**config.mk**
```make
export PLATFORM = sky130hd
export DESIGN_NAME = reorder_top
export DESIGN_NICKNAME = d
export VERILOG_FILES = /design/src/reorder_pkg.sv /design/src/bitrev_serializer.sv /design/src/deser_ctrl.sv /design/src/deserializer.sv /design/src/reorder_top.sv /design/src/sample_counter.sv /design/src/ser_ctrl.sv
export SDC_FILE = /design/constraint.sdc
export NUM_CORES = 1
export LEC_CHECK = 0
export BUFFER_PORTS_ARGS = -buffer_cell sky130_fd_sc_hd__buf_2
export CELL_PAD_IN_SITES_DETAIL_PLACEMENT = 1
export CELL_PAD_IN_SITES_GLOBAL_PLACEMENT = 1
export CORE_ASPECT_RATIO = 0.9
export CORE_MARGIN = 2
export CORE_UTILIZATION = 50
export CTS_CLUSTER_DIAMETER = 30
export CTS_CLUSTER_SIZE = 25
export DETAILED_ROUTE_END_ITERATION = 8
export PLACE_DENSITY = 0.78
export SLEW_MARGIN = 40
export SYNTH_ARGS = -nofsm -noshare
export SYNTH_HDL_FRONTEND = slang
export SYNTH_SLANG_ARGS = --single-unit
```
**constraint.sdc**
```tcl
create_clock -name clk -period 7.14 [get_ports clk]
set_input_delay 0.714 -clock clk [delete_from_list [all_inputs] [get_ports clk]]
set_output_delay 0.714 -clock clk [all_outputs]
set_load 0.005 [all_outputs]
```
**src/reorder_pkg.sv**
```systemverilog
package reorder_pkg;

  // ##########################################################
  // Data types
  // ##########################################################

  typedef logic [15:0] sample_t;  // One input or output sample.

  // ##########################################################
  // Controller states
  // ##########################################################

  typedef enum logic {
    FILL,  // Gathering samples into the register bank.
    FULL   // Whole block presented, waiting for the serializer.
  } deser_state_t;

  typedef enum logic {
    IDLE,  // Ready for the next block.
    DRAIN  // Sending the held block in bit-reversed order.
  } ser_state_t;

  // Block length used when the top level is not overridden.
  parameter int DEFAULT_N_SAMPLES = 8;

endpackage

```
**src/bitrev_serializer.sv**
```systemverilog
module bitrev_serializer #(
  parameter  int N_SAMPLES = 8,
  localparam int IDX_W     = $clog2(N_SAMPLES)
) (
  input  logic                 clk,
  input  logic                 reset,
  input  logic                 recv_val,
  output logic                 recv_rdy,
  input  reorder_pkg::sample_t recv_msg [N_SAMPLES],
  output logic                 send_val,
  input  logic                 send_rdy,
  output reorder_pkg::sample_t send_msg
);
  import reorder_pkg::*;

  sample_t          hold [N_SAMPLES];
  logic             load;
  logic [IDX_W-1:0] rd_index;

  ser_ctrl #(.N_SAMPLES(N_SAMPLES)) ctrl (
    .clk      (clk),
    .reset    (reset),
    .recv_val (recv_val),
    .send_rdy (send_rdy),
    .recv_rdy (recv_rdy),
    .send_val (send_val),
    .load     (load),
    .rd_index (rd_index)
  );

  // ##########################################################
  // Holding register and read mux
  // ##########################################################

  always_ff @(posedge clk) begin
    if (load) begin
      hold <= recv_msg;  // Frees the deserializer to fill the next block.
    end
  end

  assign send_msg = hold[rd_index];

endmodule

```
**src/deser_ctrl.sv**
```systemverilog
module deser_ctrl #(
  parameter  int N_SAMPLES = 8,
  localparam int IDX_W     = $clog2(N_SAMPLES)
) (
  input  logic                 clk,
  input  logic                 reset,
  input  logic                 recv_val,
  input  logic                 send_rdy,
  output logic                 recv_rdy,
  output logic                 send_val,
  output logic [N_SAMPLES-1:0] wr_en
);
  import reorder_pkg::*;

  deser_state_t     state;
  deser_state_t     state_next;
  logic [IDX_W-1:0] index;
  logic             last;
  logic             accept;
  logic             xfer;

  assign recv_rdy = (state == FILL);
  assign send_val = (state == FULL);
  assign accept   = recv_val && recv_rdy;  // One sample taken this cycle.
  assign xfer     = send_val && send_rdy;  // Block handed to the next stage.

  sample_counter #(.N_SAMPLES(N_SAMPLES)) counter (
    .clk     (clk),
    .reset   (reset),
    .clear   (xfer),
    .advance (accept),
    .index   (index),
    .last    (last)
  );

  assign wr_en = accept ? (N_SAMPLES'(1) << index) : '0;  // One-hot write select.

  always_comb begin
    state_next = state;
    case (state)
      FILL: begin
        if (accept && last) begin
          state_next = FULL;
        end
      end
      FULL: begin
        if (send_rdy) begin
          state_next = FILL;
        end
      end
      default: state_next = FILL;
    endcase
  end

  always_ff @(posedge clk) begin
    if (reset) begin
      state <= FILL;
    end else begin
      state <= state_next;
    end
  end

endmodule

```
**src/deserializer.sv**
```systemverilog
module deserializer #(
  parameter int N_SAMPLES = 8
) (
  input  logic                clk,
  input  logic                reset,
  input  logic                recv_val,
  output logic                recv_rdy,
  input  reorder_pkg::sample_t recv_msg,
  output logic                send_val,
  input  logic                send_rdy,
  output reorder_pkg::sample_t send_msg [N_SAMPLES]
);

  logic [N_SAMPLES-1:0] wr_en;

  deser_ctrl #(.N_SAMPLES(N_SAMPLES)) ctrl (
    .clk      (clk),
    .reset    (reset),
    .recv_val (recv_val),
    .send_rdy (send_rdy),
    .recv_rdy (recv_rdy),
    .send_val (send_val),
    .wr_en    (wr_en)
  );

  // ##########################################################
  // Sample register bank
  // ##########################################################

  for (genvar i = 0; i < N_SAMPLES; i++) begin : g_regs
    always_ff @(posedge clk) begin
      if (reset) begin
        send_msg[i] <= '0;
      end else if (wr_en[i]) begin
        send_msg[i] <= recv_msg;  // Slot i takes the sample with index i.
      end
    end
  end

endmodule

```
**src/reorder_top.sv**
```systemverilog
module reorder_top #(
  parameter int N_SAMPLES = reorder_pkg::DEFAULT_N_SAMPLES
) (
  input  logic                 clk,
  input  logic                 reset,
  input  logic                 in_val,
  output logic                 in_rdy,
  input  reorder_pkg::sample_t in_msg,
  output logic                 out_val,
  input  logic                 out_rdy,
  output reorder_pkg::sample_t out_msg
);
  import reorder_pkg::*;

  logic    block_val;
  logic    block_rdy;
  sample_t block_msg [N_SAMPLES];  // Whole block between the two stages.

  deserializer #(.N_SAMPLES(N_SAMPLES)) deser (
    .clk      (clk),
    .reset    (reset),
    .recv_val (in_val),
    .recv_rdy (in_rdy),
    .recv_msg (in_msg),
    .send_val (block_val),
    .send_rdy (block_rdy),
    .send_msg (block_msg)
  );

  bitrev_serializer #(.N_SAMPLES(N_SAMPLES)) ser (
    .clk      (clk),
    .reset    (reset),
    .recv_val (block_val),
    .recv_rdy (block_rdy),
    .recv_msg (block_msg),
    .send_val (out_val),
    .send_rdy (out_rdy),
    .send_msg (out_msg)
  );

endmodule

```
**src/sample_counter.sv**
```systemverilog
module sample_counter #(
  parameter  int N_SAMPLES = 8,
  localparam int IDX_W     = $clog2(N_SAMPLES)
) (
  input  logic             clk,
  input  logic             reset,
  input  logic             clear,
  input  logic             advance,
  output logic [IDX_W-1:0] index,
  output logic             last
);

  // The block length is a power of two, so the natural wrap of the
  // index register returns it to zero after the last sample.
  always_ff @(posedge clk) begin
    if (reset) begin
      index <= '0;
    end else if (clear) begin
      index <= '0;  // Clear wins over advance.
    end else if (advance) begin
      index <= index + IDX_W'(1);
    end
  end

  assign last = (index == IDX_W'(N_SAMPLES - 1));

endmodule

```
**src/ser_ctrl.sv**
```systemverilog
module ser_ctrl #(
  parameter  int N_SAMPLES = 8,
  localparam int IDX_W     = $clog2(N_SAMPLES)
) (
  input  logic             clk,
  input  logic             reset,
  input  logic             recv_val,
  input  logic             send_rdy,
  output logic             recv_rdy,
  output logic             send_val,
  output logic             load,
  output logic [IDX_W-1:0] rd_index
);
  import reorder_pkg::*;

  ser_state_t       state;
  ser_state_t       state_next;
  logic [IDX_W-1:0] index;
  logic             last;
  logic             advance;

  assign recv_rdy = (state == IDLE);
  assign send_val = (state == DRAIN);
  assign load     = recv_val && recv_rdy;  // Block transfer edge.
  assign advance  = send_val && send_rdy;  // One output sample sent.

  sample_counter #(.N_SAMPLES(N_SAMPLES)) counter (
    .clk     (clk),
    .reset   (reset),
    .clear   (load),
    .advance (advance),
    .index   (index),
    .last    (last)
  );

  // Mirror the index bits to get the in-place FFT input order.
  always_comb begin
    for (int i = 0; i < IDX_W; i++) begin
      rd_index[i] = index[IDX_W-1-i];
    end
  end

  always_comb begin
    state_next = state;
    case (state)
      IDLE: begin
        if (load) begin
          state_next = DRAIN;
        end
      end
      DRAIN: begin
        if (advance && last) begin
          state_next = IDLE;
        end
      end
      default: state_next = IDLE;
    endcase
  end

  always_ff @(posedge clk) begin
    if (reset) begin
      state <= IDLE;
    end else begin
      state <= state_next;
    end
  end

endmodule

```
Word level (Yosys, flattened, before mapping). Cells that the tools add are included.

Bits in read-only memories: 0. Logic and storage cells: 45. Latch bits: 0. Memory bits (writable): 0. Memories kept: 0. Bits in registers: 264. Output and inout port bits: 18.

Eq/ne operators: 2. Add/sub/neg operators: 2. Bitwise operators: 3. Multiplexer cells: 10. $lt $le $gt $ge: 1. Shift operators: 1. $mul: 0. Reduce and logical (&&, ||, !) cells: 6. Divide/modulo/power cells: 0.

Operator list (count): $bmux 16 s3 (1); $mux 16 (2); $mux 8 (1); $shl 1x3->8 const A (1); $add 3x1->3 const B (2); $eq 3x3->1 const B (2); $logic_and 1x1->1 (5); $ge 4x4->1 const B (1); $mux 1 (4); $not 3->4 (1); $pmux 1 s2 (2); $not 1->1 (2); $reduce_or 2->1 (1).

Depth between registers and ports, before layout. Gate-level depths: netlist of the first run.

Word-level depth: 5. Depth in mapped cells: 8. Mapped depth without buffers: 5.

Cells and area by module. From an unflattened synthesis of the first run, not the netlist that was laid out.

Cells, all modules: 663. Area, all modules: 10158.5 µm².

By module, submodules not included: bitrev_serializer (area an instance 4914.7 µm², sequential area each 3843.7 µm², cells an instance 185, instances 1); deserializer (area an instance 4787.1 µm², sequential area each 2562.5 µm², cells an instance 430, instances 1); sample_counter (area an instance 133.9 µm², sequential area each 60.1 µm², cells an instance 11, instances 2); deser_ctrl (area an instance 131.4 µm², sequential area each 20.0 µm², cells an instance 20, instances 1); ser_ctrl (area an instance 57.6 µm², sequential area each 20.0 µm², cells an instance 6, instances 1).

Worst setup path after synthesis of the first run. OpenSTA, ideal clock, no wires.

Kind: flip-flop to flip-flop. Start: register deser.ctrl.state, in the netlist deser.ctrl.send_val. End: register ser.hold[0] in the netlist's numbering, enable pin. Setup slack: 471 ps. Setup time: 617 ps. Cell stages (with the launch flop): 5. Period minus slack after synthesis: 6669 ps. Arrival: 6051 ps. Cells stage by stage: dfxtp_1 > buf_2 > buf_2 > inv_1 > nor2_1.

Cells in the longest elaborated chain, start to end: 1.

Ends and longest elaborated chain: from (decl) (line deser_ctrl.sv:15) `deser_state_t state;`; from (signal assigned) (line deser_ctrl.sv:59) `state <= state_next;`; $logic_and 1x1->1; net deser.ctrl.counter.clear (line sample_counter.sv:7) `input logic clear,`; to (signal assigned) (line bitrev_serializer.sv:37) `hold <= recv_msg;`; to (decl) (line bitrev_serializer.sv:16) `sample_t hold [N_SAMPLES];`.

The timed path passes the listed nets, and every way through them passes these cells. A chain may end at the register's enable or synchronous reset.

Worst setup path in the final report of the first run.
Start: register ser.ctrl.counter.index[2]. End: output out_msg[14].

Cells in the longest elaborated chain, start to end: 4.

Ends and longest elaborated chain: from (decl) (line sample_counter.sv:9) `output logic [IDX_W-1:0] index,`; from (signal assigned) (line sample_counter.sv:21) `index <= index + IDX_W'(1);`; $not 3->4 (implied by the code) (line bitrev_serializer.sv:41) `assign send_msg = hold[rd_index];`; $bmux 16 s3 (line bitrev_serializer.sv:41); $mux 16 (implied by the code) (2 in series) (line bitrev_serializer.sv:41); to (decl) (line reorder_top.sv:11) `output reorder_pkg::sample_t out_msg`.

Every way passes these cells. The select of a mux whose other input is x is not followed.

==> metrics, run 1 <==
cts hold-fix bufs=0; Buf/Inv on CP=1; root buffer cell=clkbuf_16; port buffer count=37; crit path max-delay cell type=dfxtp_4; most frequent cells in the layout=nand2_1, dfxtp_1, a21oi_1; largest net degree at the start of global routing=75; Via Count=6660; r2r startpoint=deser.ctrl.send_val; WL final=29000 µm; Via density=5.88; CTS HTree Levels=2; critical path data required time=6430 ps; total CTS buffers=44; area grow syn2layout=18.1%; final setup TNS=0 ps; post-route DRC violation count=0; GP Congestion=0.749; final std cells w/o fill=1133; Total Die Area=21100 µm²; PwrDens=325 nW/µm²; kind of critical path=reg -> out; R2R Setup Slk=4250 ps; YS warnings=0; worst slew pin tran=791 ps; synth unique cells=28; VDD IR max=0.143 mV; fmax=318 MHz; core area=19300 µm²; Yosys reg bits=264; layout cells sized above 1=18.7%; fin crit share=44.0%; I/O pin count=38; worst-path maximum fanout=34; Primary FF master, synth=dfxtp_1; post-route ant nets=0; reported max-cap violation count=0; TritonRoute pass-1 iters=5; CTS clk-pin slew, worst paths=50 ps; Post-synth EDFFs=128; Final Hold Viols=0; Final nets=875; Hold Startpoint=deser.send_msg[113]; Horiz. Die Dim=153 µm; post-CTS sizing=0; FFs w/ async S/R, synth=0%; vias in the first global route=7224; global-route usage over all layers=27.9%; most common cell after layout, fill and taps aside=nand2_1; syn nets=850; CP Capture Type=output port; total grt overflow=0; Die Y=138 µm; drt initial violations=547; sequential share of the synthesized area=65.9%; Critical R2R Capture=ser.hold[104]; Detail Placement HPWL=15800 µm; post-CTS setup buffers=0; Netlist Area Pre-Place=9960 µm²; initial antenna violation count=0; Clock Sinks=264; Hold Path Class=reg -> reg; slowest stage delay, CP=790 ps; cells on worst reg2reg path=4; global-route wire length before repair=43700 µm; Syn Inst Count=822; placed insts=1051; starting density of the core=51.5%; final setup fails=0; startpoint types=flip-flop; Mean Syn Cell Area=12.1 µm²; Lkg Pwr=0.00391 µW; slew margin rel.=47.2%; Worst Path Arrival=2430 ps; CTS max path bufs=3; Period minus WS final=3140 ps; worst hold endpoint=ser.hold[113]; Worst Skew=12.4 ps; # diodes=0; clk_lat worst skew=530 ps; WL/cell=25.6 µm; CTS tree=done; crit-path leading delay family=multiplexers; RSZ-0062 raised after global routing=false; worst hold path depth=0; status=finished clean; CP Cell Sequence=mux4_1, mux2_2, buf_2; row count=48; fin. max-slew vios=0
## routing by layer
metal	up-vias	track usage [%]	share of wire (%)
li1	2948	-	-
met1	3384	33.2	39
met2	261	51.5	52
met3	67	4.44	5.6
met4	0	10.6	2.9
met5	-	0	0
## worst max path at each step
stage	from	to	slack, ps	cells past startpoint
after floorplan	deser.ctrl.send_val	ser.hold[0]	470	4
after global placement	deser.ctrl.send_val	ser.hold[80]	4240	4
after detailed placement	deser.ctrl.send_val	ser.hold[127]	4310	4
after CTS	ser.ctrl.counter.index[2]	out_msg[14]	3970	3
after global routing	ser.ctrl.counter.index[2]	out_msg[1]	3930	3
final	ser.ctrl.counter.index[2]	out_msg[14]	4000	3
## final cells by class
class	instances	area (µm²)
Inverter	4	15.0
Fill cell	1893	7580
Tap cell	250	313
Clock inverter	29	305
Sequential cell	264	6570
Timing Repair Buffer	52	308
Multi-Input combinational cell	481	3040
Clock buffer	53	1210
## worst reg2reg max path, stage by stage (launching register included)
cell     delay, ps
dfxtp_1        810
inv_1          210
nor2_4         140
buf_4          590
buf_6          650
## state kept, by name (all words and copies together) (netlist names)
| name | flops |
|---|---|
| deser.ctrl.counter.index | 3 |
| deser.ctrl.send_val | 1 |
| deser.send_msg | 128 |
| ser.ctrl.counter.index | 3 |
| ser.ctrl.send_val | 1 |
| ser.hold | 128 |
## synthesized netlist by cell type (7+ instances only)
cell	count	area [µm²]
dfxtp_1	136	2720
mux2_2	16	180
clkbuf_2	7	35.0
clkbuf_1	31	116
buf_4	19	143
nor2_1	7	26.3
nand2_1	259	972
a21oi_1	132	661
ha_1	8	100
mux4_1	24	631
edfxtp_1	128	3840
mux4_2	8	180
buf_2	12	60.1
## where the power goes
group	switching [µW]	leakage [µW]	internal [µW]
clock	770	0.000745	1370
sequential	8.52	0.00215	1590
combinational	60.5	0.00101	21.4
total	839	0.00391	2980
## per-stage QoR
step / power [µW] / setup WS [ps] / hold slack [ps] / instance area [µm²] / util, %
after floorplan: 1680 / 471 / 408 / 9960 / -
after global placement: 1700 / 4240 / 410 / 10200 / 52.8
after detailed placement: 1710 / 4310 / 416 / 10300 / 53.0
after CTS: 3840 / 3970 / 422 / 11800 / 60.8
after global routing: 3910 / 3930 / 424 / 11800 / 60.8
final: 3820 / 4000 / 422 / 11800 / 60.8
## logic make-up (layout without fill, tap and decap cells)
family          count (synthesis)  in the layout  share of synthesized area [%]
compound gates                138            138                           7.05
flops                         264            264                           65.9
fa+ha+maj                       8              8                           1.00
simple gates                  286            286                           11.8
buf+inv                        77            138                           4.16
mux                            49             49                           10.0
(Power assumes the default switching activity.)
==> inputs of run 2 (changes only) <==
Clock period 7.14 ns to 2.9 ns, I/O delays scaled along.
==> metrics, run 2 (synthesized netlist as in run 1, its figures left out) <==
status=finished clean; post-CTS setup buffers=0; area grow syn2layout=19.2%; Total Die Area=21100 µm²; Final Hold Viols=0; Critical R2R Capture=deser.send_msg[64]; CP Capture Type=output port; Worst Path Arrival=2260 ps; Via Count=6824; crit path max-delay cell type=mux4_1; met2 wire length=15100 µm; post-place setup slack=903 ps; initial antenna violation count=1; post-route ant nets=0; layout cells sized above 1=19.0%; vias in the first global route=7474; VDD IR max=0.442 mV; fin. max-slew vios=0; CP Cell Sequence=buf_4, mux4_1, mux2_2, buf_2; final setup TNS=0 ps; Clock Sinks=264; Worst Skew=26.5 ps; CTS HTree Levels=2; worst-path maximum fanout=18; worst hold endpoint=ser.ctrl.send_val; r2r startpoint=deser.ctrl.counter.index[2]; worst hold path depth=2; Horiz. Die Dim=153 µm; CTS clk-pin slew, worst paths=50 ps; worst slew pin tran=757 ps; fin crit share=88.0%; WL final=29800 µm; I/O pin count=38; WL/cell=26.0 µm; global-route wire length before repair=44700 µm; port buffer count=37; Hold Path Class=in -> reg; Buf/Inv on CP=2; startpoint types=flip-flop; most common cell after layout, fill and taps aside=nand2_1; total CTS buffers=45; GP Congestion=0.758; row count=48; Top Registers=deser.send_msg: 128 flops, ser.hold: 128 flops; global-route usage over all layers=28.7%; Detail Placement HPWL=15700 µm; max layer used=met4; most frequent cells in the layout=nand2_1, dfxtp_1, a21oi_1; Hold Startpoint=out_rdy; RSZ-0062 raised after global routing=false; Via density=5.95; core area=19300 µm²; Period minus WS final=2550 ps; final setup fails=0; Lkg Pwr=0.00398 µW; slowest stage delay, CP=620 ps; fmax=392 MHz; clk_lat worst skew=540 ps; metal3 WL=2320 µm; total grt overflow=0; TritonRoute pass-1 iters=5; PwrDens=806 nW/µm²; CTS max path bufs=3; post-CTS sizing=0; critical path data required time=2610 ps; reported max-cap violation count=0; cells on worst reg2reg path=6; cts hold-fix bufs=0; starting density of the core=51.5%; Die Y=138 µm; Final nets=886; drt initial violations=476; largest net degree at the start of global routing=74; R2R Setup Slk=700 ps; CTS tree=done; kind of critical path=reg -> out; Setup crit start=ser.ctrl.counter.index[2]; post-route DRC violation count=0; root buffer cell=clkbuf_16; crit-path leading delay family=multiplexers; WL met1=11300 µm; final worst-path setup slack=349 ps; slew margin rel.=49.5%
==> run 2: changes by cell type in the layout (fill, tap and decap cells not counted), sizes merged <==
cell / change
bufinv: +1
inv: -3
clkinvlp: +3
clkinv: -4
buf: +10
diode: +1
clkbuf: +5
==> run 2: worst reg2reg max path: stages, from the launching register on <==
cell and delay (ps):
dfxtp_1 720, inv_1 100, ha_1 220, nand3b_1 380
buf_4 330, nand2_1 120, a21oi_1 250
==> run 2: cell type report <==
class                      count  area (µm²)
clock buffer                  58        1260
antenna                        1        2.50
multi-input combinational    481        3030
fill                        1880        7470
timing repair buffer          62         388
clock inverter                26         294
sequential                   264        6570
tap                          250         313
inverter                       4        15.0
==> run 2: worst max path at each step <==
| stage | slack [ps] | depth (start not counted) | to |
|---|---|---|---|
| floorplan | 6 | 4 | ser.hold[0] |
| global placement | 950 | 4 | out_msg[1] |
| detailed placement | 900 | 6 | deser.send_msg[70] |
| CTS | 330 | 4 | out_msg[13] |
| global route | 290 | 4 | out_msg[8] |
| finish | 350 | 4 | out_msg[13] |
==> run 2: routing by layer <==
layer	GRT usage, %	vias to the layer above
met5	0	-
met3	7.91	91
met4	12.2	0
met2	51.2	313
met1	32.9	3451
li1	-	2969
==> run 2: metrics by stage <==
step / util [%] / hold slack (ps) / cells / power (µW) / area, µm²
6_report: 61.4 / 63.4 / 1146 / 9570 / 11900
3_5_place_dp: 53.4 / 415 / 1061 / 4220 / 10300
4_1_cts: 61.4 / 47.9 / 1145 / 9600 / 11900
3_3_place_gp: 53.4 / 412 / 1061 / 4200 / 10300
5_1_grt: 61.4 / 50.6 / 1146 / 9790 / 11900
2_1_floorplan: - / 405 / 822 / 4140 / 9980
==> run 2: report_power, final <==
group | leakage (µW) | switching, µW | internal, µW
Sequential | 0.00215 | 21.6 | 3920
Clock | 0.000753 | 1890 | 3520
Combinational | 0.00107 | 160 | 54.9
Total | 0.00398 | 2070 | 7500
==> inputs of run 3 (changes only) <==
Settings changed: ABC_AREA set to 1, CORE_UTILIZATION 50 to 47, PLACE_DENSITY 0.78 to 0.77.
==> metrics, run 3 <==
status=finished clean; CP Capture Type=output port; routing usage on met2=46.5%; root buffer cell=clkbuf_16; Horiz. Die Dim=161 µm; Lkg Pwr=0.00558 µW; total grt overflow=0; most common cell after layout, fill and taps aside=nor2_1; I/O pin count=38; drt initial violations=560; CTS tree=done; vias in the first global route=8727; Final Hold Viols=0; most frequent cells in the layout=nor2_1, nand2_1, inv_1; WL final=30900 µm; reported max-cap violation count=0; area of the multi-input gates=2990 µm²; post-CTS sizing=0; area leader, netlist=edfxtp_1; simple-gate area share of the yosys netlist=20.9%; port buffer count=37; CTS clk-pin slew, worst paths=50 ps; initial antenna violation count=2; post-route ant nets=0; RSZ-0062 raised after global routing=false; Worst Skew=22.8 ps; post-route DRC violation count=0; fin util=58.6%; clk_lat worst skew=540 ps; Period minus WS final=2560 ps; YS warnings=0; Mean Syn Cell Area=8.84 µm²; largest net degree at the start of global routing=129; startpoint types=flip-flop; Final nets=1254; GP Congestion=0.743; FF+latch area=6570 µm²; Compound-Gate Fraction of Synth Area=6.91%; Synth Area in XOR/XNOR=0%; sequential share of the synthesized area=63.3%; fmax=391 MHz; fill count=2477; worst-path maximum fanout=23; core area=21600 µm²; Via density=5.24; FFs w/ async S/R, synth=0%; Hold Path Class=in -> reg; total CTS buffers=51; Primary FF master, synth=dfxtp_1; VDD IR max=0.464 mV; Area contributors post-synth=edfxtp_1, dfxtp_1, nor2_1, nand2_1, o21ai_0; critical path data required time=2610 ps; Top Registers=deser.send_msg: 128 flops, ser.hold: 128 flops; Worst Path Arrival=2270 ps; syn nets=1201; WL/cell=19.8 µm; final std cells w/o fill=1559; top cell type's share of synthesized area=37.0%; PwrDens=830 nW/µm²; Post-synth EDFFs=128; Syn Inst Count=1173; Detail Placement HPWL=16400 µm; final setup fails=0; starting density of the core=48.0%; multiplexer share of the synthesized area=0%; CTS HTree Levels=2; layout cells sized above 1=12.0%; final setup TNS=0 ps; Die Y=145 µm; Yosys reg bits=264; Total Die Area=23300 µm²; met1 GRT Util=33.0%; area grow syn2layout=22.3%; grt peak-use layer=met2; slew margin rel.=47.4%; Synth top cells by count=nor2_1, nand2_1, inv_1; TritonRoute pass-1 iters=5; row count=51; CTS max path bufs=3; global-route usage over all layers=26.7%; fin crit share=88.2%; fin. max-slew vios=0; M3 GR Usage=5.03%; most numerous cell in the Yosys netlist=nor2_1; Post-Synth Adder-Cell Area=0.965%; global-route wire length before repair=47800 µm; Netlist Area Pre-Place=10400 µm²; # diodes=0; worst hold slack=107 ps; worst slew pin tran=789 ps; Via Count=8168; kind of critical path=reg -> out; Clock Sinks=264; placed insts=1462; largest family of logic cells by synthesized area=simple AND/OR/NAND/NOR gates; synth unique cells=20
run 3: cell count changes in the layout (fill, tap and decap cells not counted), moves of 8 or more:
cell and delta:
inv_2 +10, nor2_1 +255, inv_1 +139, mux4_2 -8, buf_4 -12, a21oi_1 -125, o21ai_0 +131, nand2_1 -40
mux4_1 -24, nand3_1 +64, mux2_2 -16
run 3: per-layer routing:
| metal | share of wire (%) | vias up | routed length (µm) |
|---|---|---|---|
| met5 | 0.084 | - | 26 |
| met4 | 2.9 | 4 | 892 |
| met3 | 4.4 | 67 | 1370 |
| met2 | 50 | 183 | 15500 |
| met1 | 42 | 4089 | 13100 |
| li1 | - | 3825 | - |
run 3: cell families (layout without fill, tap and decap cells):
logic type / after synthesis / in the layout
flip-flops: 264 / 264
adder cells (fa/ha/maj): 8 / 8
AND/OR/NAND/NOR: 549 / 549
buffers and inverters: 209 / 304
AO/OA/AOI/OAI: 143 / 143
run 3: cell type report:
class | count | area share [%]
Inverter | 154 | 4.56
Clock buffer | 72 | 11.6
Sequential cell | 264 | 51.8
Tap cell | 291 | 2.87
Timing Repair Buffer | 55 | 2.86
Multi-Input combinational cell | 700 | 23.6
Clock inverter | 23 | 2.71
run 3: final timing paths:
check,endpoint,cells after the start,slack (ps),start
worst max-delay path,out_msg[4],7,340,ser.ctrl.counter.index[1]
worst min register to register,ser.hold[67],0,410,deser.send_msg[67]
worst min-delay path,deser.send_msg[4],3,110,in_msg[4]
worst max register to register,deser.send_msg[57],9,1050,deser.ctrl.counter.index[0]
run 3: critical path, cell delays in order, from the launching register on:
cell     delay, ps
dfxtp_1        310
inv_1          350
buf_4          430
nand3_1        170
nand2_1        120
nand2_1         60
nand2_1        140
buf_2          140
run 3: repair_timing:
item,in CTS,in global routing
setup buffers,0,0
endpoints found under the hold margin,2,0
hold buffers,2,0
run 3: metrics by stage:
stage	setup WS [ps]	total power (µW)	instance area [µm²]
2_1_floorplan	87.9	4270	10400
3_3_place_gp	985	4380	10800
3_5_place_dp	990	4400	10800
4_1_cts	333	10600	12700
5_1_grt	277	10800	12700
6_report	341	10500	12700
run 3: power by group:
part	switching (µW)	total (µW)	internal (µW)
Clock	1870	6180	4310
Sequential	39.9	4030	3990
Combinational	227	319	91.5
